$ cat config.mk
export PLATFORM = sky130hd
export DESIGN_NAME = ctn_host_port_flat
export DESIGN_NICKNAME = d
export VERILOG_FILES = /design/src/hdl/ctn_bus_pkg.sv /design/src/hdl/ctn_bus_if.sv /design/src/hdl/ctn_host_port.sv /design/src/flat_wrapper.sv
export SDC_FILE = /design/constraint.sdc
export NUM_CORES = 1
export LEC_CHECK = 0
export BUFFER_PORTS_ARGS = -buffer_cell sky130_fd_sc_hd__buf_2
export CAP_MARGIN = 0
export CORE_AREA = 5 5 79 81
export CTS_CLUSTER_DIAMETER = 80
export CTS_CLUSTER_SIZE = 28
export DETAILED_ROUTE_END_ITERATION = 8
export DIE_AREA = 0 0 84 86
export GPL_TIMING_DRIVEN = 1
export PLACE_DENSITY_LB_ADDON = 0.3
export SETUP_SLACK_MARGIN = 0.1
export SLEW_MARGIN = 30
export SYNTH_ARGS = -nofsm -noshare
export SYNTH_HDL_FRONTEND = slang
export SYNTH_SLANG_ARGS = --single-unit
$ cat constraint.sdc
create_clock -name clk_aon -period 2.1 [get_ports clk_aon]
set_input_delay 0.42 -clock clk_aon [delete_from_list [all_inputs] [get_ports clk_aon]]
set_output_delay 0.42 -clock clk_aon [all_outputs]
set_load 0.01 [all_outputs]
$ cat src/hdl/ctn_bus_pkg.sv
/*
  Bus-level types for the CTN memory path. Two hosts only; the arbiter's
  round-robin state below has no encoding for a third host.
*/
package ctn_bus_pkg;

  //////////////////////////////////////////////////////////////////////
  // Fabric size
  //////////////////////////////////////////////////////////////////////

  parameter int NumHosts = 2;

  //////////////////////////////////////////////////////////////////////
  // Bus fields
  //////////////////////////////////////////////////////////////////////

  parameter int AddrWidth = 32;
  parameter int DataWidth = 32;
  parameter int StrbWidth = DataWidth / 8;

  typedef logic [AddrWidth-1:0] addr_t;  // Byte address
  typedef logic [DataWidth-1:0] data_t;  // One bus word
  typedef logic [StrbWidth-1:0] strb_t;  // One bit per byte lane

  // Index of the issuing host, travels beside the request and response
  typedef logic [$clog2(NumHosts)-1:0] host_id_t;

  //////////////////////////////////////////////////////////////////////
  // Arbitration
  //////////////////////////////////////////////////////////////////////

  // Host served on the last grant
  typedef enum logic {
    LAST_H0 = 1'b0,
    LAST_H1 = 1'b1
  } arb_state_e;

endpackage : ctn_bus_pkg

$ cat src/hdl/ctn_bus_if.sv
/*
  One request channel with valid/ready and its response strobe.
  The response has no ready, so the receiver must sink it in that cycle.
*/
interface ctn_bus_if;

  // Request
  logic                req_valid;
  logic                req_ready;
  logic                we;
  ctn_bus_pkg::addr_t  addr;
  ctn_bus_pkg::data_t  wdata;
  ctn_bus_pkg::strb_t  strb;

  // Response, one cycle per request
  logic                rsp_valid;
  ctn_bus_pkg::data_t  rsp_rdata;
  logic                rsp_err;

  modport host (
    output req_valid,
    output we,
    output addr,
    output wdata,
    output strb,
    input  req_ready,
    input  rsp_valid,
    input  rsp_rdata,
    input  rsp_err
  );

  modport fabric (
    input  req_valid,
    input  we,
    input  addr,
    input  wdata,
    input  strb,
    output req_ready,
    output rsp_valid,
    output rsp_rdata,
    output rsp_err
  );

endinterface : ctn_bus_if

$ cat src/hdl/ctn_host_port.sv
/*
  Host-side entry of the fabric. Request and response pass straight through;
  new requests are held off once MaxOutstanding responses are pending.
*/
module ctn_host_port #(
  parameter int MaxOutstanding = 2
) (
  input  logic               clk_aon,
  input  logic               rst_n_i,

  input  logic               req_valid_i,
  input  logic               we_i,
  input  ctn_bus_pkg::addr_t addr_i,
  input  ctn_bus_pkg::data_t wdata_i,
  input  ctn_bus_pkg::strb_t strb_i,
  output logic               req_ready_o,
  output logic               rsp_valid_o,
  output ctn_bus_pkg::data_t rsp_rdata_o,
  output logic               rsp_err_o,

  ctn_bus_if.host            bus
);

  localparam int CntW = $clog2(MaxOutstanding + 1);

  logic [CntW-1:0] cnt_q;
  logic            full;
  logic            accept;

  assign full   = (cnt_q == CntW'(MaxOutstanding));
  assign accept = req_valid_i && req_ready_o;

  //////////////////////////////////////////////////////////////////////
  // Request towards the arbiter
  //////////////////////////////////////////////////////////////////////

  assign bus.req_valid = req_valid_i && !full;  // Hidden from the arbiter when full
  assign bus.we        = we_i;
  assign bus.addr      = addr_i;
  assign bus.wdata     = wdata_i;
  assign bus.strb      = strb_i;
  assign req_ready_o   = bus.req_ready && !full;

  // Responses are never stalled
  assign rsp_valid_o = bus.rsp_valid;
  assign rsp_rdata_o = bus.rsp_rdata;
  assign rsp_err_o   = bus.rsp_err;

  //////////////////////////////////////////////////////////////////////
  // Pending response counter
  //////////////////////////////////////////////////////////////////////

  always_ff @(posedge clk_aon) begin
    if (!rst_n_i) begin
      cnt_q <= '0;
    end else if (accept && !bus.rsp_valid) begin
      cnt_q <= cnt_q + 1'b1;
    end else if (!accept && bus.rsp_valid) begin
      cnt_q <= cnt_q - 1'b1;
    end
  end

  // Limit holds across any mix of accepts and returns
  a_cnt_limit : assert property (@(posedge clk_aon) disable iff (!rst_n_i)
    cnt_q <= CntW'(MaxOutstanding));

  // Fabric must not return a response nobody asked for
  a_no_stray_rsp : assert property (@(posedge clk_aon) disable iff (!rst_n_i)
    bus.rsp_valid |-> (cnt_q != '0));

endmodule : ctn_host_port

$ cat src/flat_wrapper.sv
// flat-port wrapper written by rule: the top's interface ports become plain ports
module ctn_host_port_flat 
#(
  parameter int MaxOutstanding = 2
)
  (clk_aon, rst_n_i, req_valid_i, we_i, addr_i, wdata_i, strb_i, req_ready_o, rsp_valid_o, rsp_rdata_o, rsp_err_o, bus_req_valid, bus_we, bus_addr, bus_wdata, bus_strb, bus_req_ready, bus_rsp_valid, bus_rsp_rdata, bus_rsp_err);
  ctn_bus_if bus_i ();
  input  logic clk_aon;
  input  logic rst_n_i;
  input  logic req_valid_i;
  input  logic we_i;
  input  ctn_bus_pkg::addr_t addr_i;
  input  ctn_bus_pkg::data_t wdata_i;
  input  ctn_bus_pkg::strb_t strb_i;
  output logic req_ready_o;
  output logic rsp_valid_o;
  output ctn_bus_pkg::data_t rsp_rdata_o;
  output logic rsp_err_o;
  output wire logic [$bits(bus_i.req_valid)-1:0] bus_req_valid;
  output wire logic [$bits(bus_i.we)-1:0] bus_we;
  output wire logic [$bits(bus_i.addr)-1:0] bus_addr;
  output wire logic [$bits(bus_i.wdata)-1:0] bus_wdata;
  output wire logic [$bits(bus_i.strb)-1:0] bus_strb;
  input wire logic [$bits(bus_i.req_ready)-1:0] bus_req_ready;
  input wire logic [$bits(bus_i.rsp_valid)-1:0] bus_rsp_valid;
  input wire logic [$bits(bus_i.rsp_rdata)-1:0] bus_rsp_rdata;
  input wire logic [$bits(bus_i.rsp_err)-1:0] bus_rsp_err;
  assign bus_req_valid = bus_i.req_valid;
  assign bus_we = bus_i.we;
  assign bus_addr = bus_i.addr;
  assign bus_wdata = bus_i.wdata;
  assign bus_strb = bus_i.strb;
  assign bus_i.req_ready = bus_req_ready;
  assign bus_i.rsp_valid = bus_rsp_valid;
  assign bus_i.rsp_rdata = bus_rsp_rdata;
  assign bus_i.rsp_err = bus_rsp_err;
  ctn_host_port #(.MaxOutstanding(MaxOutstanding)) u_core (.clk_aon(clk_aon), .rst_n_i(rst_n_i), .req_valid_i(req_valid_i), .we_i(we_i), .addr_i(addr_i), .wdata_i(wdata_i), .strb_i(strb_i), .req_ready_o(req_ready_o), .rsp_valid_o(rsp_valid_o), .rsp_rdata_o(rsp_rdata_o), .rsp_err_o(rsp_err_o), .bus(bus_i));
endmodule
## Word-level counts from Yosys, hierarchy flattened

Cells that the tools add are included.

- Output and inout port bits: 105
- Register bits: 2
- Logic and storage cells: 15

- Reductions and logical operators: 9
- Add/sub/neg operators: 2
- Eq/ne operators: 1
- Mux-type cells: 2

Operators with widths:

| operator | number |
|---|---|
| logical AND 1 bit | 5 |
| 2-to-1 mux 2 bit | 2 |
| zero test 1 bit | 3 |
| adder 2 x 1 -> 2 bit, second input constant | 1 |
| == test 2 bit, second input constant | 1 |
| nonzero test 2 bit | 1 |
| subtractor 2 x 1 -> 2 bit, second input constant | 1 |

## Longest topological paths before layout

Gate-level depths: netlist of the first run.

- Depth after elaboration: 8
- Mapped depth: 6
- Gate-level depth less buffers: 6

## Least setup slack after synthesis of the first run

No wires, ideal clock.

- Path type: reg2reg
- Start point: register u_core.cnt_q[0]
- End point: register u_core.cnt_q[1]
- Path slack: 637 ps
- Data required time: 2030 ps
- Period minus slack after synthesis: 1463 ps
- Arrival time: 1393 ps
- Setup time: 70 ps
- Buffers on the path: 0
- Cell stages (with the launch flop): 6
- Path through: dfxtp_1 nand2b_1 and3_1 ha_1 or3_1 a21boi_1

- Longest elaborated chain between the ends: 7
- Elaborated cells on any way between the ends: 12
- Those cells by class: 2 x add/sub; 1 x eq/ne; 2 x mux; 7 x reduce/logical

RTL lines:

| item | line | text |
|---|---|---|
| from (decl) | ctn_host_port.sv:26 | `logic [CntW-1:0] cnt_q;` |
| from (signal assigned) | ctn_host_port.sv:57 | `cnt_q <= cnt_q + 1'b1;` |
| from (signal assigned) | ctn_host_port.sv:59 | `cnt_q <= cnt_q - 1'b1;` |
| == test 2 bit | ctn_host_port.sv:30 | `assign full = (cnt_q == CntW'(MaxOutstanding));` |
| zero test 1 bit | ctn_host_port.sv:42 | `assign req_ready_o = bus.req_ready && !full;` |
| logical AND 1 bit | ctn_host_port.sv:42 |  |
| logical AND 1 bit | ctn_host_port.sv:31 | `assign accept = req_valid_i && req_ready_o;` |
| zero test 1 bit | ctn_host_port.sv:58 | `end else if (!accept && bus.rsp_valid) begin` |
| logical AND 1 bit | ctn_host_port.sv:58 |  |
| nonzero test 2 bit (no line) | - |  |

Parallel ways exist; a longest one is shown, timed or not. The select of a mux whose other input is x is not followed.
A chain may end at the register's enable or synchronous reset.

## Worst setup path in the final report of the first run

Ends and elaborated chain as after synthesis.

==> reports/results.ini, run 1 <==
[global_route]
antenna_found_initial = 0
grt_pass1_wl_um = 1840
gr-total-overflow = 0
grt_pass1_vias = 314
grt_usage_pct = 3.84
grt_start_max_net_pins = 4

[route]
dr.pass1.iters = 1
wl_um = 1400
num_vias = 265
viasPerCell = 2.76
drc_errors = 0
drt-initial-drc-count = 0
wire_per_inst_um = 14.6
drtAntennaViolNets = 0

[power]
p_comb_share_pct = 17.9
p_int_w = 0.000191
p_leak_nw = 0.109
power_frac_seq_pct = 21.2
power.total_w = 0.000242
pwr-share-clk_pct = 60.9
vdd_drop_max_mv = 0.240
power_density_nw_per_um2 = 834
sw_frac_of_total_pct = 21.0
p_sw_w = 0.0000508

[timing]
fin_ws_ps = 579
fmax_mhz = 658
hold_ws_ps = 435
clock-skew-final_ps = 2.51
period_share_pct = 72.4
timing.setup.tns_ps = 0
final.min_clock_period_ps = 1520
finalSetupViolations = 0
timing_hold_violations_final = 0
drv_slew = 0
tightest_slew_ps = 143
rsz0062_at_grt = false
max_slew_margin_pct = 90.4

[critical_path]
cp_max_fo = 3
worstSetupPathType = flip-flop to flip-flop
end_kind = flip-flop
startpoint_type = flip-flop
required_ps = 2240
rrSetupSlack_ps = 580
cp.arrival_ps = 1660

[min_path]
hold_path_class = input port to flip-flop

[synth]
netlist_area_um2 = 897
ys_seq_area_share_pct = 4.46
synth_area_leaders = buf_4, dfxtp_1, and2_1
synth_fp_nets = 225
ys_ff_latch = 2
syn_inst = 117
avgSynthCellArea_um2 = 7.67
synth_largest_area_cell = buf_4
ys.warnings.count = 0
synth_cell_types = 12
synth_top_area_share_pct = 86.2

[final_layout]
nets = 134
drive_gt1_share_pct = 41.7
syn2layout_area_growth_pct = -67.6
largest_reg_flops = 2
diodes = 0
top_regs = u_core.cnt_q (2)
regMostFlops = u_core.cnt_q

[floorplan]
num_rows = 27
die_x_um = 84
core-area_um2 = 5410
dieArea_um2 = 7220
dieHeight_um = 86
start_util_pct = 16.6
ios = 212

[clocking]
clk_pin_slew_ps = 30
clockBufferDepth = 2
numCtsBuffers = 3
htree_num_levels = 1
cts_tree = yes
cts_hold_buf = 0
cts_post_setup_buffers_inserted = 0
clk_latency_ps = 210
post_cts_resized = 0
cts_root_buf = clkbuf_8
cts.sinks = 2

[flow_run]
max-cap-violations = 0

[placement]
io_buffers = 7
gp_congestion = 0.526
post-place-ws_ps = 564

[run_status]
outcome = finished clean

## Yosys cell counts
cell        n
ha_1        1
xnor2_1     1
nand2b_1    1
buf_4     103
a21boi_1    1
inv_1       1
and3_1      1
dfxtp_1     2
and2_1      3
or3_1       1
xor2_1      1
o21ai_0     1
## area by class of cell
cell class / instances / area [um^2]
flip-flops and latches: 2 / 40.0
repair buffers: 7 / 35.0
multi-input cells: 11 / 80.1
inverters: 1 / 3.75
clock buffers: 3 / 41.3
well taps: 72 / 90.1
fillers: 651 / 5110
## worst paths after layout
check | from | to | cells after the start
max | u_core.cnt_q[0]$_SDFFE_PN0P_ | u_core.cnt_q[1]$_SDFFE_PN0P_ | 5
min | rst_n_i | u_core.cnt_q[0]$_SDFFE_PN0P_ | 2
max reg2reg | u_core.cnt_q[0]$_SDFFE_PN0P_ | u_core.cnt_q[1]$_SDFFE_PN0P_ | 5
min reg2reg | u_core.cnt_q[1]$_SDFFE_PN0P_ | u_core.cnt_q[1]$_SDFFE_PN0P_ | 2
## cell usage in the layout (no fill, tap or decap)
| cell type | instances |
|---|---|
| a21boi_1 | 1 |
| and2_1 | 3 |
| and3_1 | 1 |
| buf_2 | 7 |
| clkbuf_8 | 3 |
| dfxtp_1 | 2 |
| ha_1 | 1 |
| inv_1 | 1 |
| nand2b_1 | 1 |
| o21ai_0 | 1 |
| or3_1 | 1 |
| xnor2_1 | 1 |
| xor2_1 | 1 |
## per-stage QoR
step,util (%),cells,area (um^2)
2_1_floorplan,-,117,897
4_1_cts,5.37,96,290
3_3_place_gp,4.61,93,249
3_5_place_dp,4.61,93,249
6_report,5.37,96,290
5_1_grt,5.37,96,290
## power by group through the flow
| stage | Combinational [W] | Clock, W | Sequential [W] |
|---|---|---|---|
| 2_1_floorplan | 0.000232 | 0 | 0.0000507 |
| 3_3_place_gp | 0.0000433 | 0 | 0.0000512 |
| 3_5_place_dp | 0.0000440 | 0 | 0.0000518 |
| 4_1_cts | 0.0000447 | 0.000153 | 0.0000513 |
| 5_1_grt | 0.0000489 | 0.000164 | 0.0000518 |
| 6_report | 0.0000434 | 0.000147 | 0.0000512 |
## critical path, cell delays in order, from the launching register on
cell	delay, ps
dfxtp_1	320
nand2b_1	160
and3_1	180
ha_1	300
or3_1	350
a21boi_1	130
## routing by layer
metal / wire length [um] / GRT usage (%) / vias up / share of wire (%)
met4: 415 / 12.7 / 0 / 30
met3: 439 / 5.09 / 52 / 31
li1: - / - / 66 / -
met1: 166 / 0.848 / 83 / 12
met2: 375 / 2.75 / 64 / 27
met5: 0 / 0 / - / 0
## cells by family after synthesis
kind of cell	count (synthesis)	synth area share, %
buffers and inverters	104	86.6
AND/OR/NAND/NOR	6	4.19
adder cells (fa/ha/maj)	1	1.39
XOR/XNOR	2	1.95
AO/OA/AOI/OAI	2	1.39
flip-flops	2	4.46
No activity file was read; power rests on OpenSTA's default activity.
==> inputs of run 2 (changes only) <==
- ABC_AREA: not set -> 1
- CORE_AREA: 5 5 79 81 -> 5 5 80 82
- DIE_AREA: 0 0 84 86 -> 0 0 85 87
- clock period: 2.1 -> 1.4 ns (I/O delays scaled with it)
==> run 2 against run 1 <==
Utilization grew 0.56 points. Routed wire length down 4.3%. Power grew 54%. Count of clock-buffer cells in the layout unchanged. Synthesized area up 2.0%. Non-clock buffer count is 1 higher. Worst setup slack got worse by 410 ps. Sequential share of layout area down 1.2 points. Die area grew 2.4%. Critical endpoint is now bus_req_valid.
==> reports/results.ini, run 2 <==
[timing]
drv_slew = 0
final.min_clock_period_ps = 1230
max_slew_margin_pct = 90.8
rsz0062_at_grt = true
finalSetupViolations = 0
period_share_pct = 88.0
timing.setup.tns_ps = 0
timing_hold_violations_final = 0
tightest_slew_ps = 137
clock-skew-final_ps = 0.375
fin_ws_ps = 167
fmax_mhz = 811

[synth]
synth_fp_nets = 235
ys_seq_area_share_pct = 4.38
async_reset_ff_share_pct = 0
ys_ff_latch = 2
synthFlopType = dfxtp_1
synth_cell_types = 13
synth_area_leaders = buf_4, dfxtp_1, inv_1
avgSynthCellArea_um2 = 7.20
synth_most_common_cell = buf_4
synth_top_area_share_pct = 84.5
synth_largest_area_cell = buf_4
syn_inst = 127
synth_common_cells = buf_4, inv_1, nor2_1, nand2_1, dfxtp_1
netlist_area_um2 = 915
synth_edf_count = 0
ys.warnings.count = 0

[run_status]
outcome = finished clean

[global_route]
gr-total-overflow = 0
grt_usage_pct = 3.14
met2_usage_pct = 1.41
met3_usage_pct = 3.88
use_met1_pct = 1.01
grt_start_max_net_pins = 4
grt_pass1_wl_um = 1660
busiest_layer = met4
antenna_found_initial = 0
grt_pass1_vias = 301

[final_layout]
syn2layout_area_growth_pct = -63.2
largest_reg_flops = 2
regMostFlops = u_core.cnt_q
diodes = 0
stdcell_count = 110
final_common_cell = buf_2
drive_gt1_share_pct = 57.1
fillers = 687
top_regs = u_core.cnt_q (2)
nets = 145
final_cell_mix = buf_2, inv_1, inv_2, nand2_1, clkbuf_8

[route]
drc_errors = 0
wl_um = 1340
dr.pass1.iters = 2
viasPerCell = 2.59
wire_per_inst_um = 12.2
drt-initial-drc-count = 4
drtAntennaViolNets = 0
num_vias = 285

[clocking]
cts_root_buf = clkbuf_8
cts_tree = yes
clk_latency_ps = 210
htree_num_levels = 1
cts.sinks = 2
numCtsBuffers = 3
clockBufferDepth = 2
cts_hold_buf = 0
clk_pin_slew_ps = 30

[min_path]
hold_path_class = input port to flip-flop
hp-start = rst_n_i

[power]
pwr-share-clk_pct = 59.2
power_density_nw_per_um2 = 1110
p_int_w = 0.000284
p_sw_w = 0.0000886
sw_frac_of_total_pct = 23.8
vdd_drop_max_mv = 0.474
p_leak_nw = 0.139
power_frac_seq_pct = 20.2
p_comb_share_pct = 20.6

[floorplan]
dieHeight_um = 87
ios = 212
dieArea_um2 = 7400
core-area_um2 = 5680
start_util_pct = 16.1
die_x_um = 85
num_rows = 28

[critical_path]
cp_max_fo = 2
slowest_delay_ps = 320
worstSetupPathType = flip-flop to output port
startpoint_type = flip-flop
end_kind = output port
r2r_start = u_core.cnt_q[1]$_SDFFE_PN0P_
cp-startpoint = u_core.cnt_q[1]$_SDFFE_PN0P_
critPathSlowestCell = dfxtp_2
rrSetupSlack_ps = 180
path_cells = inv_2 > nor2_4 > buf_4 > nor2_1 > buf_2
required_ps = 1120
cp.arrival_ps = 950

[placement]
io_buffers = 7
gp_congestion = 0.612
placed_cells_incl_taps = 106
post-place-ws_ps = 103

[flow_run]
max-cap-violations = 0

-- run 2: changes by cell type after synthesis, moves of 3 or more --
cell     previous run  this run
nand2_1             0         3
inv_1               1         7
and2_1              3         0
nor2_1              0         4
-- run 2: final cells by class --
cell class	count	area, um^2	share of cell area [%]
Inverter	8	30.0	8.92
Clock buffer	3	41.3	12.3
Tap cell	75	93.8	27.9
Sequential cell	2	42.5	12.6
Multi-Input combinational cell	14	86.3	25.7
Timing Repair Buffer	8	42.5	12.6
-- run 2: path summary, 6_finish.rpt --
path	endpoint	depth (start not counted)
setup / recovery	bus_req_valid	5
hold / removal	u_core.cnt_q[1]$_SDFFE_PN0P_	3
setup reg to reg	u_core.cnt_q[1]$_SDFFE_PN0P_	9
hold reg to reg	u_core.cnt_q[0]$_SDFFE_PN0P_	2
-- run 2: critical path, delay by kind of cell (launching register included) --
family / cells / cell delay, ps
buffers and inverters: 3 / 300
DFF: 1 / 320
and+or+nand+nor: 2 / 140
-- run 2: kinds of logic after synthesis --
group / Yosys count / share of synthesized area, %
flip-flops: 2 / 4.38
buffers and inverters: 111 / 87.8
AO/OA/AOI/OAI: 2 / 1.09
AND/OR/NAND/NOR: 11 / 5.33
adder cells (fa/ha/maj): 1 / 1.37
-- run 2: per-stage QoR --
| step | hold slack (ps) | util, % | cell area (um^2) | power (W) |
|---|---|---|---|---|
| 6_report | 315 | 5.93 | 337 | 0.000373 |
| 5_1_grt | 348 | 5.93 | 337 | 0.000395 |
| 4_1_cts | 323 | 5.53 | 314 | 0.000365 |
| 3_5_place_dp | 498 | 4.76 | 270 | 0.000134 |
| 3_3_place_gp | 515 | 4.76 | 270 | 0.000136 |
| 2_1_floorplan | 401 | - | 915 | 0.000416 |
-- run 2: repair_timing --
action / in CTS / in global routing
hold endpoints to repair: 0 / 0
endpoints found under the setup margin: 1 / 2
pin swaps: 0 / 2
gates resized for setup: 1 / 7
setup buffers: 0 / 1
gates cloned: 0 / 0
-- run 2: layer usage --
layer | vias up | part of all wire, %
met5 | - | 0
met4 | 0 | 33
met3 | 64 | 29
met2 | 34 | 23
met1 | 94 | 15
li1 | 93 | -
-- run 2: power by group through the flow --
stage          sequential [W]  combinational (W)  clock, W
2_1_floorplan       0.0000707           0.000345         0
3_3_place_gp        0.0000722          0.0000635         0
3_5_place_dp        0.0000717          0.0000627         0
4_1_cts             0.0000716          0.0000644  0.000229
5_1_grt             0.0000761          0.0000871  0.000231
6_report            0.0000753          0.0000767  0.000221
