===== config.mk =====
export PLATFORM = sky130hd
export DESIGN_NAME = ctn_window_decode_flat
export DESIGN_NICKNAME = d
export VERILOG_FILES = /design/src/hdl/ctn_bus_pkg.sv /design/src/hdl/ctn_mem_pkg.sv /design/src/hdl/ctn_bus_if.sv /design/src/hdl/ctn_window_decode.sv /design/src/flat_wrapper.sv
export SDC_FILE = /design/constraint.sdc
export NUM_CORES = 1
export LEC_CHECK = 0
export BUFFER_PORTS_ARGS = -buffer_cell sky130_fd_sc_hd__buf_4
export CORE_AREA = 3 3 72 74
export CTS_CLUSTER_SIZE = 30
export DETAILED_ROUTE_END_ITERATION = 10
export DIE_AREA = 0 0 75 77
export GPL_ROUTABILITY_DRIVEN = 0
export PLACE_DENSITY = 0.77
export SLEW_MARGIN = 15
export SYNTH_ARGS = -nofsm -noshare
export SYNTH_HDL_FRONTEND = slang
export SYNTH_SLANG_ARGS = --single-unit

===== constraint.sdc =====
create_clock -name clk_aon -period 0.8 [get_ports clk_aon]
set_input_delay 0.04 -clock clk_aon [delete_from_list [all_inputs] [get_ports clk_aon]]
set_output_delay 0.04 -clock clk_aon [all_outputs]
set_load 0.05 [all_outputs]

===== src/hdl/ctn_bus_pkg.sv =====
/*
  Bus-level types for the CTN memory path. Two hosts only; the arbiter's
  round-robin state below has no encoding for a third host.
*/
package ctn_bus_pkg;

  //////////////////////////////////////////////////////////////////////
  // Fabric size
  //////////////////////////////////////////////////////////////////////

  parameter int NumHosts = 2;

  //////////////////////////////////////////////////////////////////////
  // Bus fields
  //////////////////////////////////////////////////////////////////////

  parameter int AddrWidth = 32;
  parameter int DataWidth = 32;
  parameter int StrbWidth = DataWidth / 8;

  typedef logic [AddrWidth-1:0] addr_t;  // Byte address
  typedef logic [DataWidth-1:0] data_t;  // One bus word
  typedef logic [StrbWidth-1:0] strb_t;  // One bit per byte lane

  // Index of the issuing host, travels beside the request and response
  typedef logic [$clog2(NumHosts)-1:0] host_id_t;

  //////////////////////////////////////////////////////////////////////
  // Arbitration
  //////////////////////////////////////////////////////////////////////

  // Host served on the last grant
  typedef enum logic {
    LAST_H0 = 1'b0,
    LAST_H1 = 1'b1
  } arb_state_e;

endpackage : ctn_bus_pkg


===== src/hdl/ctn_mem_pkg.sv =====
/*
  Memory map and geometry of the CTN RAM. RamBase must be aligned to
  RamSizeBytes, and RamSizeBytes must be a power of two.
*/
package ctn_mem_pkg;

  //////////////////////////////////////////////////////////////////////
  // Address window
  //////////////////////////////////////////////////////////////////////

  parameter ctn_bus_pkg::addr_t RamBase = 32'h0000_1000;
  parameter int unsigned RamSizeBytes = 4096;

  //////////////////////////////////////////////////////////////////////
  // RAM geometry and timing
  //////////////////////////////////////////////////////////////////////

  parameter int RamDepth = 1024;  // 32-bit words

  typedef logic [$clog2(RamDepth)-1:0] word_addr_t;

  // Cycles from a RAM request to its read data
  parameter int RamLatency = 2;

endpackage : ctn_mem_pkg


===== src/hdl/ctn_bus_if.sv =====
/*
  One request channel with valid/ready and its response strobe.
  The response has no ready, so the receiver must sink it in that cycle.
*/
interface ctn_bus_if;

  // Request
  logic                req_valid;
  logic                req_ready;
  logic                we;
  ctn_bus_pkg::addr_t  addr;
  ctn_bus_pkg::data_t  wdata;
  ctn_bus_pkg::strb_t  strb;

  // Response, one cycle per request
  logic                rsp_valid;
  ctn_bus_pkg::data_t  rsp_rdata;
  logic                rsp_err;

  modport host (
    output req_valid,
    output we,
    output addr,
    output wdata,
    output strb,
    input  req_ready,
    input  rsp_valid,
    input  rsp_rdata,
    input  rsp_err
  );

  modport fabric (
    input  req_valid,
    input  we,
    input  addr,
    input  wdata,
    input  strb,
    output req_ready,
    output rsp_valid,
    output rsp_rdata,
    output rsp_err
  );

endinterface : ctn_bus_if


===== src/hdl/ctn_window_decode.sv =====
/*
  Address window check in front of the RAM. Every request, in window or not,
  answers exactly Latency cycles after it is seen, so responses stay in order.
*/
module ctn_window_decode #(
  parameter int Latency = 2
) (
  input  logic                       clk_aon,
  input  logic                       rst_n_i,

  ctn_bus_if.fabric                  up,
  input  ctn_bus_pkg::host_id_t      up_id_i,
  output ctn_bus_pkg::host_id_t      rsp_id_o,

  output logic                       ram_req_o,
  output logic                       ram_we_o,
  output ctn_mem_pkg::word_addr_t    ram_addr_o,
  output ctn_bus_pkg::data_t         ram_wdata_o,
  output ctn_bus_pkg::strb_t         ram_strb_o,
  input  ctn_bus_pkg::data_t         ram_rdata_i
);

  localparam ctn_bus_pkg::addr_t WinMask =
      ~ctn_bus_pkg::addr_t'(ctn_mem_pkg::RamSizeBytes - 1);
  localparam int WordLsb = 2;  // 4 bytes per word

  logic               in_win;
  ctn_bus_pkg::addr_t offset;

  // Response sideband, one entry per pipeline stage
  logic [Latency-1:0]                        vld_q;
  logic [Latency-1:0]                        err_q;
  logic [Latency-1:0]                        rd_q;   // Successful read, takes RAM data
  ctn_bus_pkg::host_id_t [Latency-1:0]       id_q;

  //////////////////////////////////////////////////////////////////////
  // Window check and RAM request
  //////////////////////////////////////////////////////////////////////

  assign in_win = (up.addr & WinMask) == ctn_mem_pkg::RamBase;
  assign offset = up.addr - ctn_mem_pkg::RamBase;

  assign up.req_ready = 1'b1;  // RAM never stalls

  assign ram_req_o   = up.req_valid && in_win;
  assign ram_we_o    = up.we;
  assign ram_addr_o  = offset[WordLsb +: $bits(ctn_mem_pkg::word_addr_t)];
  assign ram_wdata_o = up.wdata;
  assign ram_strb_o  = up.strb;

  //////////////////////////////////////////////////////////////////////
  // Sideband shift register
  //////////////////////////////////////////////////////////////////////

  always_ff @(posedge clk_aon) begin
    if (!rst_n_i) begin
      vld_q <= '0;
    end else begin
      vld_q[0] <= up.req_valid;
      for (int i = 1; i < Latency; i++) begin
        vld_q[i] <= vld_q[i-1];
      end
    end
  end

  always_ff @(posedge clk_aon) begin
    err_q[0] <= !in_win;
    rd_q[0]  <= in_win && !up.we;
    id_q[0]  <= up_id_i;
    for (int i = 1; i < Latency; i++) begin
      err_q[i] <= err_q[i-1];
      rd_q[i]  <= rd_q[i-1];
      id_q[i]  <= id_q[i-1];
    end
  end

  // Errors and writes return zero data
  assign up.rsp_valid = vld_q[Latency-1];
  assign up.rsp_err   = err_q[Latency-1];
  assign up.rsp_rdata = rd_q[Latency-1] ? ram_rdata_i : '0;
  assign rsp_id_o     = id_q[Latency-1];

endmodule : ctn_window_decode


===== src/flat_wrapper.sv =====
// flat-port wrapper written by rule: the top's interface ports become plain ports
module ctn_window_decode_flat 
#(
  parameter int Latency = 2
)
  (clk_aon, rst_n_i, up_id_i, rsp_id_o, ram_req_o, ram_we_o, ram_addr_o, ram_wdata_o, ram_strb_o, ram_rdata_i, up_req_valid, up_we, up_addr, up_wdata, up_strb, up_req_ready, up_rsp_valid, up_rsp_rdata, up_rsp_err);
  ctn_bus_if up_i ();
  input  logic clk_aon;
  input  logic rst_n_i;
  input  ctn_bus_pkg::host_id_t up_id_i;
  output ctn_bus_pkg::host_id_t rsp_id_o;
  output logic ram_req_o;
  output logic ram_we_o;
  output ctn_mem_pkg::word_addr_t ram_addr_o;
  output ctn_bus_pkg::data_t ram_wdata_o;
  output ctn_bus_pkg::strb_t ram_strb_o;
  input  ctn_bus_pkg::data_t ram_rdata_i;
  input wire logic [$bits(up_i.req_valid)-1:0] up_req_valid;
  input wire logic [$bits(up_i.we)-1:0] up_we;
  input wire logic [$bits(up_i.addr)-1:0] up_addr;
  input wire logic [$bits(up_i.wdata)-1:0] up_wdata;
  input wire logic [$bits(up_i.strb)-1:0] up_strb;
  output wire logic [$bits(up_i.req_ready)-1:0] up_req_ready;
  output wire logic [$bits(up_i.rsp_valid)-1:0] up_rsp_valid;
  output wire logic [$bits(up_i.rsp_rdata)-1:0] up_rsp_rdata;
  output wire logic [$bits(up_i.rsp_err)-1:0] up_rsp_err;
  assign up_i.req_valid = up_req_valid;
  assign up_i.we = up_we;
  assign up_i.addr = up_addr;
  assign up_i.wdata = up_wdata;
  assign up_i.strb = up_strb;
  assign up_req_ready = up_i.req_ready;
  assign up_rsp_valid = up_i.rsp_valid;
  assign up_rsp_rdata = up_i.rsp_rdata;
  assign up_rsp_err = up_i.rsp_err;
  ctn_window_decode #(.Latency(Latency)) u_core (.clk_aon(clk_aon), .rst_n_i(rst_n_i), .up(up_i), .up_id_i(up_id_i), .rsp_id_o(rsp_id_o), .ram_req_o(ram_req_o), .ram_we_o(ram_we_o), .ram_addr_o(ram_addr_o), .ram_wdata_o(ram_wdata_o), .ram_strb_o(ram_strb_o), .ram_rdata_i(ram_rdata_i));
endmodule

Word-level counts from Yosys, hierarchy flattened
Index checks and enable logic that the tools add are counted.

Logic and storage cells: 12. Bits of input ports: 105. Output and inout bits: 84. Register bits: 8.

Add/subtract/negate cells: 1. Mux-type cells: 1. Reduce and logical (&&, ||, !) cells: 4. Equal/unequal tests: 1.

Operators by type and width (count): 32-bit 2-to-1 mux (1); 20-bit by 1-bit == test with 1-bit output (second input constant) (1); 12-bit by 1-bit subtractor with 12-bit output (second input constant) (1); 1-bit logical AND (2); 1-bit zero test (2).

Depth between registers and ports, before layout
Gate-level depths: netlist (run 1).

Depth after elaboration: 2. Gate-level depth with buffers: 3. Depth with buffers taken out: 3.

Worst setup path after synthesis (run 1)
No wires, ideal clock.

Path type: input to output. Start point: input port up_addr[25]. End point: output port ram_req_o. Data required time: 0.760 ns. Path buffers: 0. Setup slack: -0.848 ns. Arrival time: 1.608 ns. Stages: 3. Cells stage by stage: nor4b_2 -> nand4_1 -> nor3b_1.

Cells in the longest elaborated chain, start to end: 2.

Ends and longest elaborated chain: start, declared (RTL line flat_wrapper.sv:20) `input wire logic [$bits(up_i.addr)-1:0] up_addr;`; 20-bit by 1-bit == test with 1-bit output (RTL line ctn_window_decode.sv:40) `assign in_win = (up.addr & WinMask) == ctn_mem_pkg::RamBase;`; 1-bit logical AND (RTL line ctn_window_decode.sv:45) `assign ram_req_o = up.req_valid && in_win;`; end, declared (RTL line flat_wrapper.sv:12) `output logic ram_req_o;`.

Every way passes these cells.

Final worst setup path (run 1)
Start point: input port up_addr[18]. End point: output port ram_req_o.

The elaborated chain is that of the path after synthesis.

==> results.md, run 1 <==
* Status: finished with violations
* Failing checks: negative setup slack
* Total power at between 1 and 1.5 mW
* Achievable frequency at 921 MHz
* RSZ-0062 raised after global routing: yes
* Slowest-stage cell, CP: nor4_4
* Drt first-iter violations at 0
* CP max FO at 2
* Largest net degree at the start of global routing at 17
* Crit path DAT at between 1 and 1.5 ns
* Nets at approximately 260
* Clk pin slew, worst setup/hold paths at roughly 0.040 ns
* Syn_nets at about 210
* Vias in the first global route at between 800 and 900
* Drt wl/cell at 12.9 um
* Req. time, crit path at 0.76 ns
* Core box area at 0.00466 mm2
* Final WS setup at -0.286 ns
* DR vias/cell at between 4 and 5
* Global Route Usage Sum at approximately 8.6%
* Die area at about 0.0058 mm2
* DR vias at 860
* DRT Wirelength at 2.70 mm
* First-pass GRT wire length at slightly below 4 mm
* Port Buffers at slightly above 90
* Root buf cell: clkbuf_8
* Static Leak at 0.852 nW
* Critical Path Most Common Cell: buf_6
* Critical path class: input port to output pin
* Max-Cap Viols at 0
* Post-Syn Instances at ~100
* Filler Cells Inserted at ~460
* Starting Density at between 15 and 20%
* Pre-CTS setup slack at -0.357 ns
* Diode count at 0
* Final count of hold timing violations at 0
* Crit end category: output pin
* YS warnings at 0
* Post-synthesis sequential element count at 8
* DRT Pass-1 Iters at 1
* Total grt overflow at 0
* Clk buf depth at 2
* Clk_lat worst skew at around 0.22 ns
* Fin crit period at between 1 and 1.5 ns
* Max-slew violation count at 0
* Cell area after synthesis at between 800 and 900 um2
* Number of remaining DRC errors at 0
* Critical Path, Cell by Cell: buf_6 > nor4_4 > nand4_1 > nor3b_4 > buf_6
* Final Skew at approximately 0.00011 ns
* Syn avg cell area at 8.06 um2
* Clk sinks at 8
* Seq/Total Area, Yosys at a little under a fifth
* Hold Slack at approximately 0.032 ns
* Antenna viol nets, final at 0
* Final setup vio count at 35
* Netlist cell types at 12
* Worst path max stage delay at between 0.2 and 0.3 ns
* CTS tree: done
* Row count at 25
* Final period util at 136%
* Area delta synth->final at 111%
* Peak supply drop at 0.000368 V
* H-tree depth at 1
* DIE HEIGHT at around 77 um
* PwrDens at about 670 mW/mm2
* HPWL after DPL at 2.00 mm
* Share of layout cells above drive strength 1 at between 90% and 100%
* IO Count at ~190
* Die width at around 75 um
* Initial antenna violation count at 0
* Crit path launch type: input port
* Number of buffers created by CTS at 3
* Worst Hold Class: input port to flop
-- Yosys cell counts --
master	instances	share of area (%)
nor4_2	3	4.5
buf_4	48	43
dfxtp_1	8	19
clkbuf_1	3	1.3
nor3b_1	2	1.8
nand4_1	1	0.75
nor4_1	1	0.75
and2_1	34	25
nand2b_1	1	0.75
nor4b_2	1	1.8
conb_1	1	0.45
inv_1	1	0.45
-- flip-flops by register name, summed over array words and instances (netlist names) --
signal           count
u_core.vld_q         2
u_core.rd_q          2
u_core.id_q          1
u_core.rsp_id_o      1
u_core.err_q         2
-- report_power, final --
| part | internal, mW | switching [mW] |
|---|---|---|
| Combinational | 0.210 | 0.102 |
| Clock | 0.324 | 0.135 |
| Sequential | 0.408 | 0.00239 |
| Total | 0.941 | 0.240 |
-- cell usage in the layout, fill, tap and decap left out, drive strengths merged, types with 2 or more instances in the layout --
master	instances
buf	97
and2	34
dfxtp	8
clkbuf	4
nor4	4
dlygate4sd3	2
nor3b	2
-- final timing paths --
kind / start / to / slack (ns) / cells after the start
worst max-delay path: up_addr[18] / ram_req_o / -0.29 / 5
worst min-delay path: up_req_valid / u_core.vld_q[0] / 0.03 / 2
worst max register to register: u_core.vld_q[0] / u_core.vld_q[1] / 0.26 / 1
worst min register to register: u_core.rd_q[0] / u_core.rd_q[1] / 0.32 / 0
-- stage by stage --
step | TNS, ns | instance area (um2) | util, % | instances
3_3_place_gp | -3.49 | 1350 | 28.9 | 202
4_1_cts | -9.16 | 1730 | 37.2 | 209
3_5_place_dp | -3.97 | 1350 | 28.9 | 202
6_report | -9.21 | 1770 | 38.0 | 210
5_1_grt | -10.58 | 1770 | 38.0 | 210
2_1_floorplan | -0.236 | 938 | - | 104
-- per-layer routing --
metal | vias up | share of wire [%] | GRT usage, %
li1 | 377 | - | -
met2 | 104 | 49 | 15.1
met4 | 0 | 0.70 | 3.38
met3 | 2 | 22 | 6.55
met1 | 377 | 29 | 7.04
met5 | - | 0 | 0
-- worst max-delay path, delay by kind of cell --
kind                   cells  cell delay [ns]
buffers and inverters      2             0.28
AND/OR/NAND/NOR            3             0.73
-- layout make-up --
class	instances	area (um2)	share of cell area (%)
flip-flops and latches	8	164	9.25
repair buffers	100	1070	60.5
multi-input cells	44	423	23.9
well taps	54	67.6	3.81
inverters	1	3.75	0.212
clock buffers	3	41.3	2.33
-- cell families (layout without fill, tap and decap cells) --
group	after synthesis	count (layout)	synth area share [%]
buffers and inverters	52	104	44.8
DFF	8	8	19.1
other	1	1	0.447
and+or+nand+nor	43	43	35.7
-- repair_timing --
| action | 4_1_cts | 5_1_grt |
|---|---|---|
| pin swaps | 5 | 8 |
| hold endpoints to repair | 2 | 0 |
| hold buffers | 2 | 0 |
| setup endpoints to repair | 35 | 36 |
| gates cloned | 1 | 1 |
| gates resized for setup | 75 | 4 |
| buffers inserted | 1 | 0 |
No activity file was read; power rests on OpenSTA's default activity.
==> run 2: changes to the inputs <==
- GPL_TIMING_DRIVEN: not set -> 0
- SETUP_SLACK_MARGIN: not set -> 0.02
==> results.md, run 2 (same netlist as run 1, synthesis figures left out) <==
* Status: finished with violations (unchanged)
* Failing checks: negative setup slack (unchanged)
* Achievable frequency at 923 MHz (was 921 MHz)
* Drt first-iter violations at 7 (was 0)
* Final count of hold timing violations at 0 (unchanged)
* R2R depth at 1 (unchanged)
* DR vias at 1123 (was 860)
* Flop pwr share at 20.5% (was 34.7%)
* WHS Endpoint: u_core.err_q[0] (was u_core.vld_q[0])
* Cell Int Power at 1.24 mW (was 941 uW)
* IO Count at 189 (unchanged)
* CP max FO at 10 (was 2)
* Fin crit period at 1.08 ns (was 1.09 ns)
* Switching pwr at 759 uW (was 240 uW)
* Most frequent cells in the layout: 149 x buf_4, 34 x buf_8, 31 x and2_4, 9 x buf_6, 7 x dfxtp_1 (was 55 x buf_4, 31 x and2_4, 31 x buf_8, 9 x buf_6, 7 x dfxtp_1)
* Slowest-stage cell, CP: dfxtp_4 (was nor4_4)
* DRT Wirelength at 3.77 mm (was 2.70 mm)
* Vias in the first global route at 1097 (was 874)
* Row count at 25 (unchanged)
* Die width at 75 um (unchanged)
* Die area at 0.00578 mm2 (unchanged)
* Total grt overflow at 0 (unchanged)
* Peak supply drop at 0.000451 V (was 0.000368 V)
* H-tree depth at 1 (unchanged)
* Max-slew violation count at 0 (unchanged)
* Pre-CTS setup slack at -0.335 ns (was -0.357 ns)
* DR vias/cell at 3.69 (was 4.10)
* Port Buffers at 139 (was 93)
* Final setup vio count at 34 (was 35)
* First-pass GRT wire length at 4.94 mm (was 3.89 mm)
* Worst path bufs/invs at 2 (unchanged)
* Total power at 2.00 mW (was 1.18 mW)
* Req. time, crit path at 0.76 ns (about the same)
* Largest net degree at the start of global routing at 11 (was 17)
* R2R Setup Slk at 0.27 ns (was 0.26 ns)
* Worst path max stage delay at 0.38 ns (was 0.27 ns)
* Final WS setup at -0.283 ns (was -0.286 ns)
* Clk sinks at 8 (unchanged)
* Clk pin slew, worst setup/hold paths at 0.04 ns (about the same)
* Max-Cap Viols at 0 (unchanged)
* Comb pwr share at 56.5% (was 26.4%)
* Filler Cells Inserted at 437 (was 461)
* Leading cell type in the layout, fill and taps excluded: buf_4 (unchanged)
* Critical Path, Cell by Cell: buf_8 > and2_4 > buf_8 (was buf_6 > nor4_4 > nand4_1 > nor3b_4 > buf_6)
* Static Leak at 1.29 nW (was 0.852 nW)
* R2r endpoint: u_core.vld_q[1] (unchanged)
* Multi-input gate area at 430 um2 (was 423 um2)
* Final period util at 135% (was 136%)
* Worst Hold Launch: up_addr[31] (was up_req_valid)
* PwrDens at 814 mW/mm2 (was 667 mW/mm2)
* Crit path launch type: flop (was input port)
* Area delta synth->final at 193% (was 111%)
* DRT Pass-1 Iters at 3 (was 1)
* Antenna viol nets, final at 0 (unchanged)
* Nets at 357 (was 263)
* Initial antenna violation count at 0 (unchanged)
* CTS tree: done (unchanged)
* Global Route Usage Sum at 11.0% (was 8.62%)
* Final Skew at 0.000115 ns (was 0.000114 ns)
* Starting Density at 18.0% (unchanged)
* Clk buf depth at 2 (unchanged)
* Clock power frac at 23.0% (was 38.9%)
* RSZ-0062 raised after global routing: yes (unchanged)
* Clk_lat worst skew at 0.22 ns (about the same)
* Root buf cell: clkbuf_8 (unchanged)
* Share of layout cells above drive strength 1 at 94.0% (was 90.4%)
* HPWL after DPL at 3.27 mm (was 2.00 mm)
* Critical Path Most Common Cell: buf_8 (was buf_6)
* Hold Crit Depth at 3 (was 2)
* Sw Ratio at 37.9% (was 20.3%)
* Worst Hold Class: input port to flop (unchanged)
* R2r startpoint: u_core.vld_q[0] (unchanged)
* Crit end category: output pin (unchanged)
* Number of remaining DRC errors at 0 (unchanged)
* DIE HEIGHT at 77 um (unchanged)
* Top flop regs: u_core.err_q (2), u_core.rd_q (2), u_core.vld_q (2) (unchanged)
* Drt wl/cell at 12.4 um (was 12.9 um)
* Sequential cell area at 164 um2 (unchanged)
* Core box area at 0.00466 mm2 (unchanged)
* Crit path DAT at 1.04 ns (was 1.05 ns)
* Diode count at 0 (unchanged)
* Delay-heaviest family, CP: flip-flops (was simple AND/OR/NAND/NOR gates)
* Number of buffers created by CTS at 3 (unchanged)
* Critical path class: flop to output pin (was input port to output pin)
## run 2: cell count changes in the layout (fill, tap and decap cells not counted), sizes merged
cell | previous run | this run
clkbuf | 4 | 3
buf | 97 | 192
## run 2: worst max path at each step
stage          slack [ns]          endpoint            from  cells past startpoint
5_1_grt             -0.33  up_rsp_rdata[12]  u_core.rd_q[1]                      3
3_3_place_gp        -0.32         ram_req_o     up_addr[17]                      5
2_1_floorplan       -0.24         ram_req_o     up_addr[25]                      3
6_report            -0.28  up_rsp_rdata[12]  u_core.rd_q[1]                      3
3_5_place_dp        -0.33         ram_req_o     up_addr[17]                      5
4_1_cts             -0.32  up_rsp_rdata[12]  u_core.rd_q[1]                      3
## run 2: layout make-up
class	instances	share of cell area, %
Sequential cell	8	6.67
Inverter	1	0.153
Buffer	51	16.5
Multi-Input combinational cell	44	17.5
Clock buffer	3	1.68
Tap cell	54	2.75
Timing Repair Buffer	143	54.7
## run 2: tightest hold or removal path, stage by stage
cell and delay, ns:
buf_4 0.08, nor4_2 0.04, nand2b_1 0.06
## run 2: per-layer routing
metal	part of all wire [%]	vias up	track usage [%]
li1	-	565	-
met5	0	-	0
met3	9.8	2	2.88
met2	59	69	21.8
met4	0.72	0	3.20
met1	31	487	10.4
## run 2: timing repair
action	in CTS	in global routing
endpoints found under the hold margin	2	0
buffers inserted	2	1
hold buffers	2	0
resized for setup	74	8
pin swaps	5	3
endpoints found under the setup margin	33	37
## run 2: power groups by stage
stage,combinational (mW),sequential (mW),clock [mW]
2_1_floorplan,0.663,0.436,0
3_3_place_gp,1.09,0.419,0
5_1_grt,1.17,0.411,0.507
6_report,1.13,0.410,0.461
4_1_cts,1.13,0.410,0.479
3_5_place_dp,1.10,0.419,0
## run 2: metrics by stage
step | utilization, % | instances | hold WS (ns) | cell area (um2) | TNS (ns)
detailed placement | 44.3 | 297 | 0.146 | 2060 | -4.73
floorplan | - | 104 | 0.0677 | 952 | -0.236
global placement | 44.3 | 297 | 0.145 | 2060 | -4.77
CTS | 52.2 | 304 | 0.0280 | 2430 | -9.72
finish | 52.7 | 304 | 0.0291 | 2460 | -8.61
global route | 52.7 | 304 | 0.0279 | 2460 | -10.28
==> run 3: changes to the inputs <==
- REMOVE_ABC_BUFFERS: not set -> 1
==> results.md, run 3 (same netlist as run 1, synthesis figures left out) <==
* H-tree depth at 1 (unchanged)
* Clk buf depth at 2 (unchanged)
* DR vias/cell at 4.31 (was 3.69)
* Most frequent cells in the layout: 53 x buf_4, 26 x buf_6, 18 x and2_1, 16 x and2_4, 16 x buf_8 (was 149 x buf_4, 34 x buf_8, 31 x and2_4, 9 x buf_6, 7 x dfxtp_1)
* PwrDens at 715 mW/mm2 (was 814 mW/mm2)
* Crit path launch type: flop (unchanged)
* Sw Ratio at 20.7% (was 37.9%)
* CP max FO at 16 (was 10)
* Fin crit period at 1.07 ns (was 1.08 ns)
* Clock power frac at 38.6% (was 23.0%)
* Dpl cells at 200 (was 297)
* Flop pwr share at 34.4% (was 20.5%)
* DRT Wirelength at 6.06 mm (was 3.77 mm)
* Clk sinks at 8 (unchanged)
* Peak supply drop at 0.000536 V (was 0.000451 V)
* Share of layout cells above drive strength 1 at 80.6% (was 94.0%)
* Achievable frequency at 935 MHz (was 923 MHz)
* Switching pwr at 247 uW (was 759 uW)
* Failing checks: negative setup slack (unchanged)
* Cell Int Power at 946 uW (was 1.24 mW)
* Port Buffers at 93 (was 139)
* Diode count at 0 (unchanged)
* Crit end category: output pin (unchanged)
* Top flop regs: u_core.err_q (2), u_core.rd_q (2), u_core.vld_q (2) (unchanged)
* Critical path class: flop to output pin (unchanged)
* Worst Hold Class: input port to flop (unchanged)
* Vias in the first global route at 902 (was 1097)
* Final Skew at 0.0000577 ns (was 0.000115 ns)
* Area after DPL at 0.00123 mm2 (was 0.00206 mm2)
* Hold Slack at 0.0278 ns (was 0.0291 ns)
* Max-Cap Viols at 0 (unchanged)
* Final cell count without fillers at 209 (was 304)
* Drt first-iter violations at 5 (was 7)
* IO Count at 189 (unchanged)
* Drt wl/cell at 29.0 um (was 12.4 um)
* Final WS setup at -0.269 ns (was -0.283 ns)
* Global Route Usage Sum at 19.6% (was 11.0%)
* Number of remaining DRC errors at 0 (unchanged)
* DIE HEIGHT at 77 um (unchanged)
* Nets at 262 (was 357)
* Req. time, crit path at 0.76 ns (about the same)
* Static Leak at 0.798 nW (was 1.29 nW)
* Die area at 0.00578 mm2 (unchanged)
* CTS tree: done (unchanged)
* Starting Density at 18.0% (unchanged)
* Comb pwr share at 26.9% (was 56.5%)
* Max-slew violation count at 0 (unchanged)
* Root buf cell: clkbuf_8 (unchanged)
* Final setup vio count at 33 (was 34)
* Row count at 25 (unchanged)
* Clk_lat worst skew at 0.22 ns (about the same)
* Crit path DAT at 1.03 ns (was 1.04 ns)
* Number of buffers created by CTS at 3 (unchanged)
* Leading cell type in the layout, fill and taps excluded: buf_4 (unchanged)
* Antenna viol nets, final at 0 (unchanged)
* Final count of hold timing violations at 0 (unchanged)
* Design Area, Final at 0.00167 mm2 (was 0.00246 mm2)
* DRT Pass-1 Iters at 3 (unchanged)
* HPWL after DPL at 5.26 mm (was 3.27 mm)
* Initial antenna violation count at 0 (unchanged)
* First-pass GRT wire length at 7.15 mm (was 4.94 mm)
* Total power at 1.19 mW (was 2.00 mW)
* Core box area at 0.00466 mm2 (unchanged)
* DR vias at 900 (was 1123)
* RSZ-0062 raised after global routing: yes (unchanged)
* Area delta synth->final at 99.1% (was 193%)
* Total grt overflow at 0 (unchanged)
* Status: finished with violations (unchanged)
* Die width at 75 um (unchanged)
* Largest net degree at the start of global routing at 17 (was 11)
* Clk pin slew, worst setup/hold paths at 0.04 ns (about the same)
* Final period util at 134% (was 135%)
[run 3: final timing paths]
path / startpoint / end / slack, ns / cells past startpoint
setup / recovery: u_core.rd_q[1] / up_rsp_rdata[8] / -0.27 / 3
hold / removal: up_addr[31] / u_core.err_q[0] / 0.03 / 3
setup reg to reg: u_core.vld_q[0] / u_core.vld_q[1] / 0.28 / 1
hold reg to reg: u_core.err_q[0] / u_core.err_q[1] / 0.32 / 0
[run 3: area by class of cell]
| cell class | count | area [um2] |
|---|---|---|
| Clock buffer | 3 | 41.3 |
| Fill cell | 464 | 2990 |
| Inverter | 1 | 3.75 |
| Multi-Input combinational cell | 44 | 402 |
| Sequential cell | 8 | 164 |
| Tap cell | 54 | 67.6 |
| Timing Repair Buffer | 99 | 991 |
[run 3: worst max-delay path, stage by stage (launching register included)]
cell and delay (ns):
dfxtp_4 0.37, buf_12 0.13, and2_1 0.14, buf_6 0.16
[run 3: metal layers]
| layer | part of all wire [%] | track usage, % | vias to the layer above |
|---|---|---|---|
| met5 | 0 | 1.01 | - |
| met4 | 0.43 | 3.56 | 0 |
| met3 | 30 | 26.3 | 4 |
| met2 | 52 | 34.8 | 162 |
| met1 | 19 | 10.3 | 360 |
| li1 | - | - | 374 |
[run 3: timing repair]
action / in CTS / in global routing
pin swaps: 4 / 4
setup buffers: 4 / 0
endpoints found under the hold margin: 2 / 0
hold buffers: 2 / 0
endpoints found under the setup margin: 33 / 38
cloned: 0 / 0
resized for setup: 56 / 31
[run 3: power groups by stage]
stage / Sequential [mW] / Clock (mW) / Combinational (mW)
finish: 0.411 / 0.461 / 0.322
global route: 0.411 / 0.510 / 0.342
CTS: 0.410 / 0.478 / 0.300
detailed placement: 0.420 / 0 / 0.272
global placement: 0.419 / 0 / 0.267
floorplan: 0.436 / 0 / 0.0230
[run 3: through the flow]
step	utilization, %	TNS [ns]	setup WS [ns]
after global routing	35.8	-9.75	-0.321
after detailed placement	26.4	-17.17	-0.541
after floorplan	-	-11.12	-0.848
after global placement	26.4	-15.72	-0.507
after CTS	33.2	-8.72	-0.283
final	35.8	-8.22	-0.269
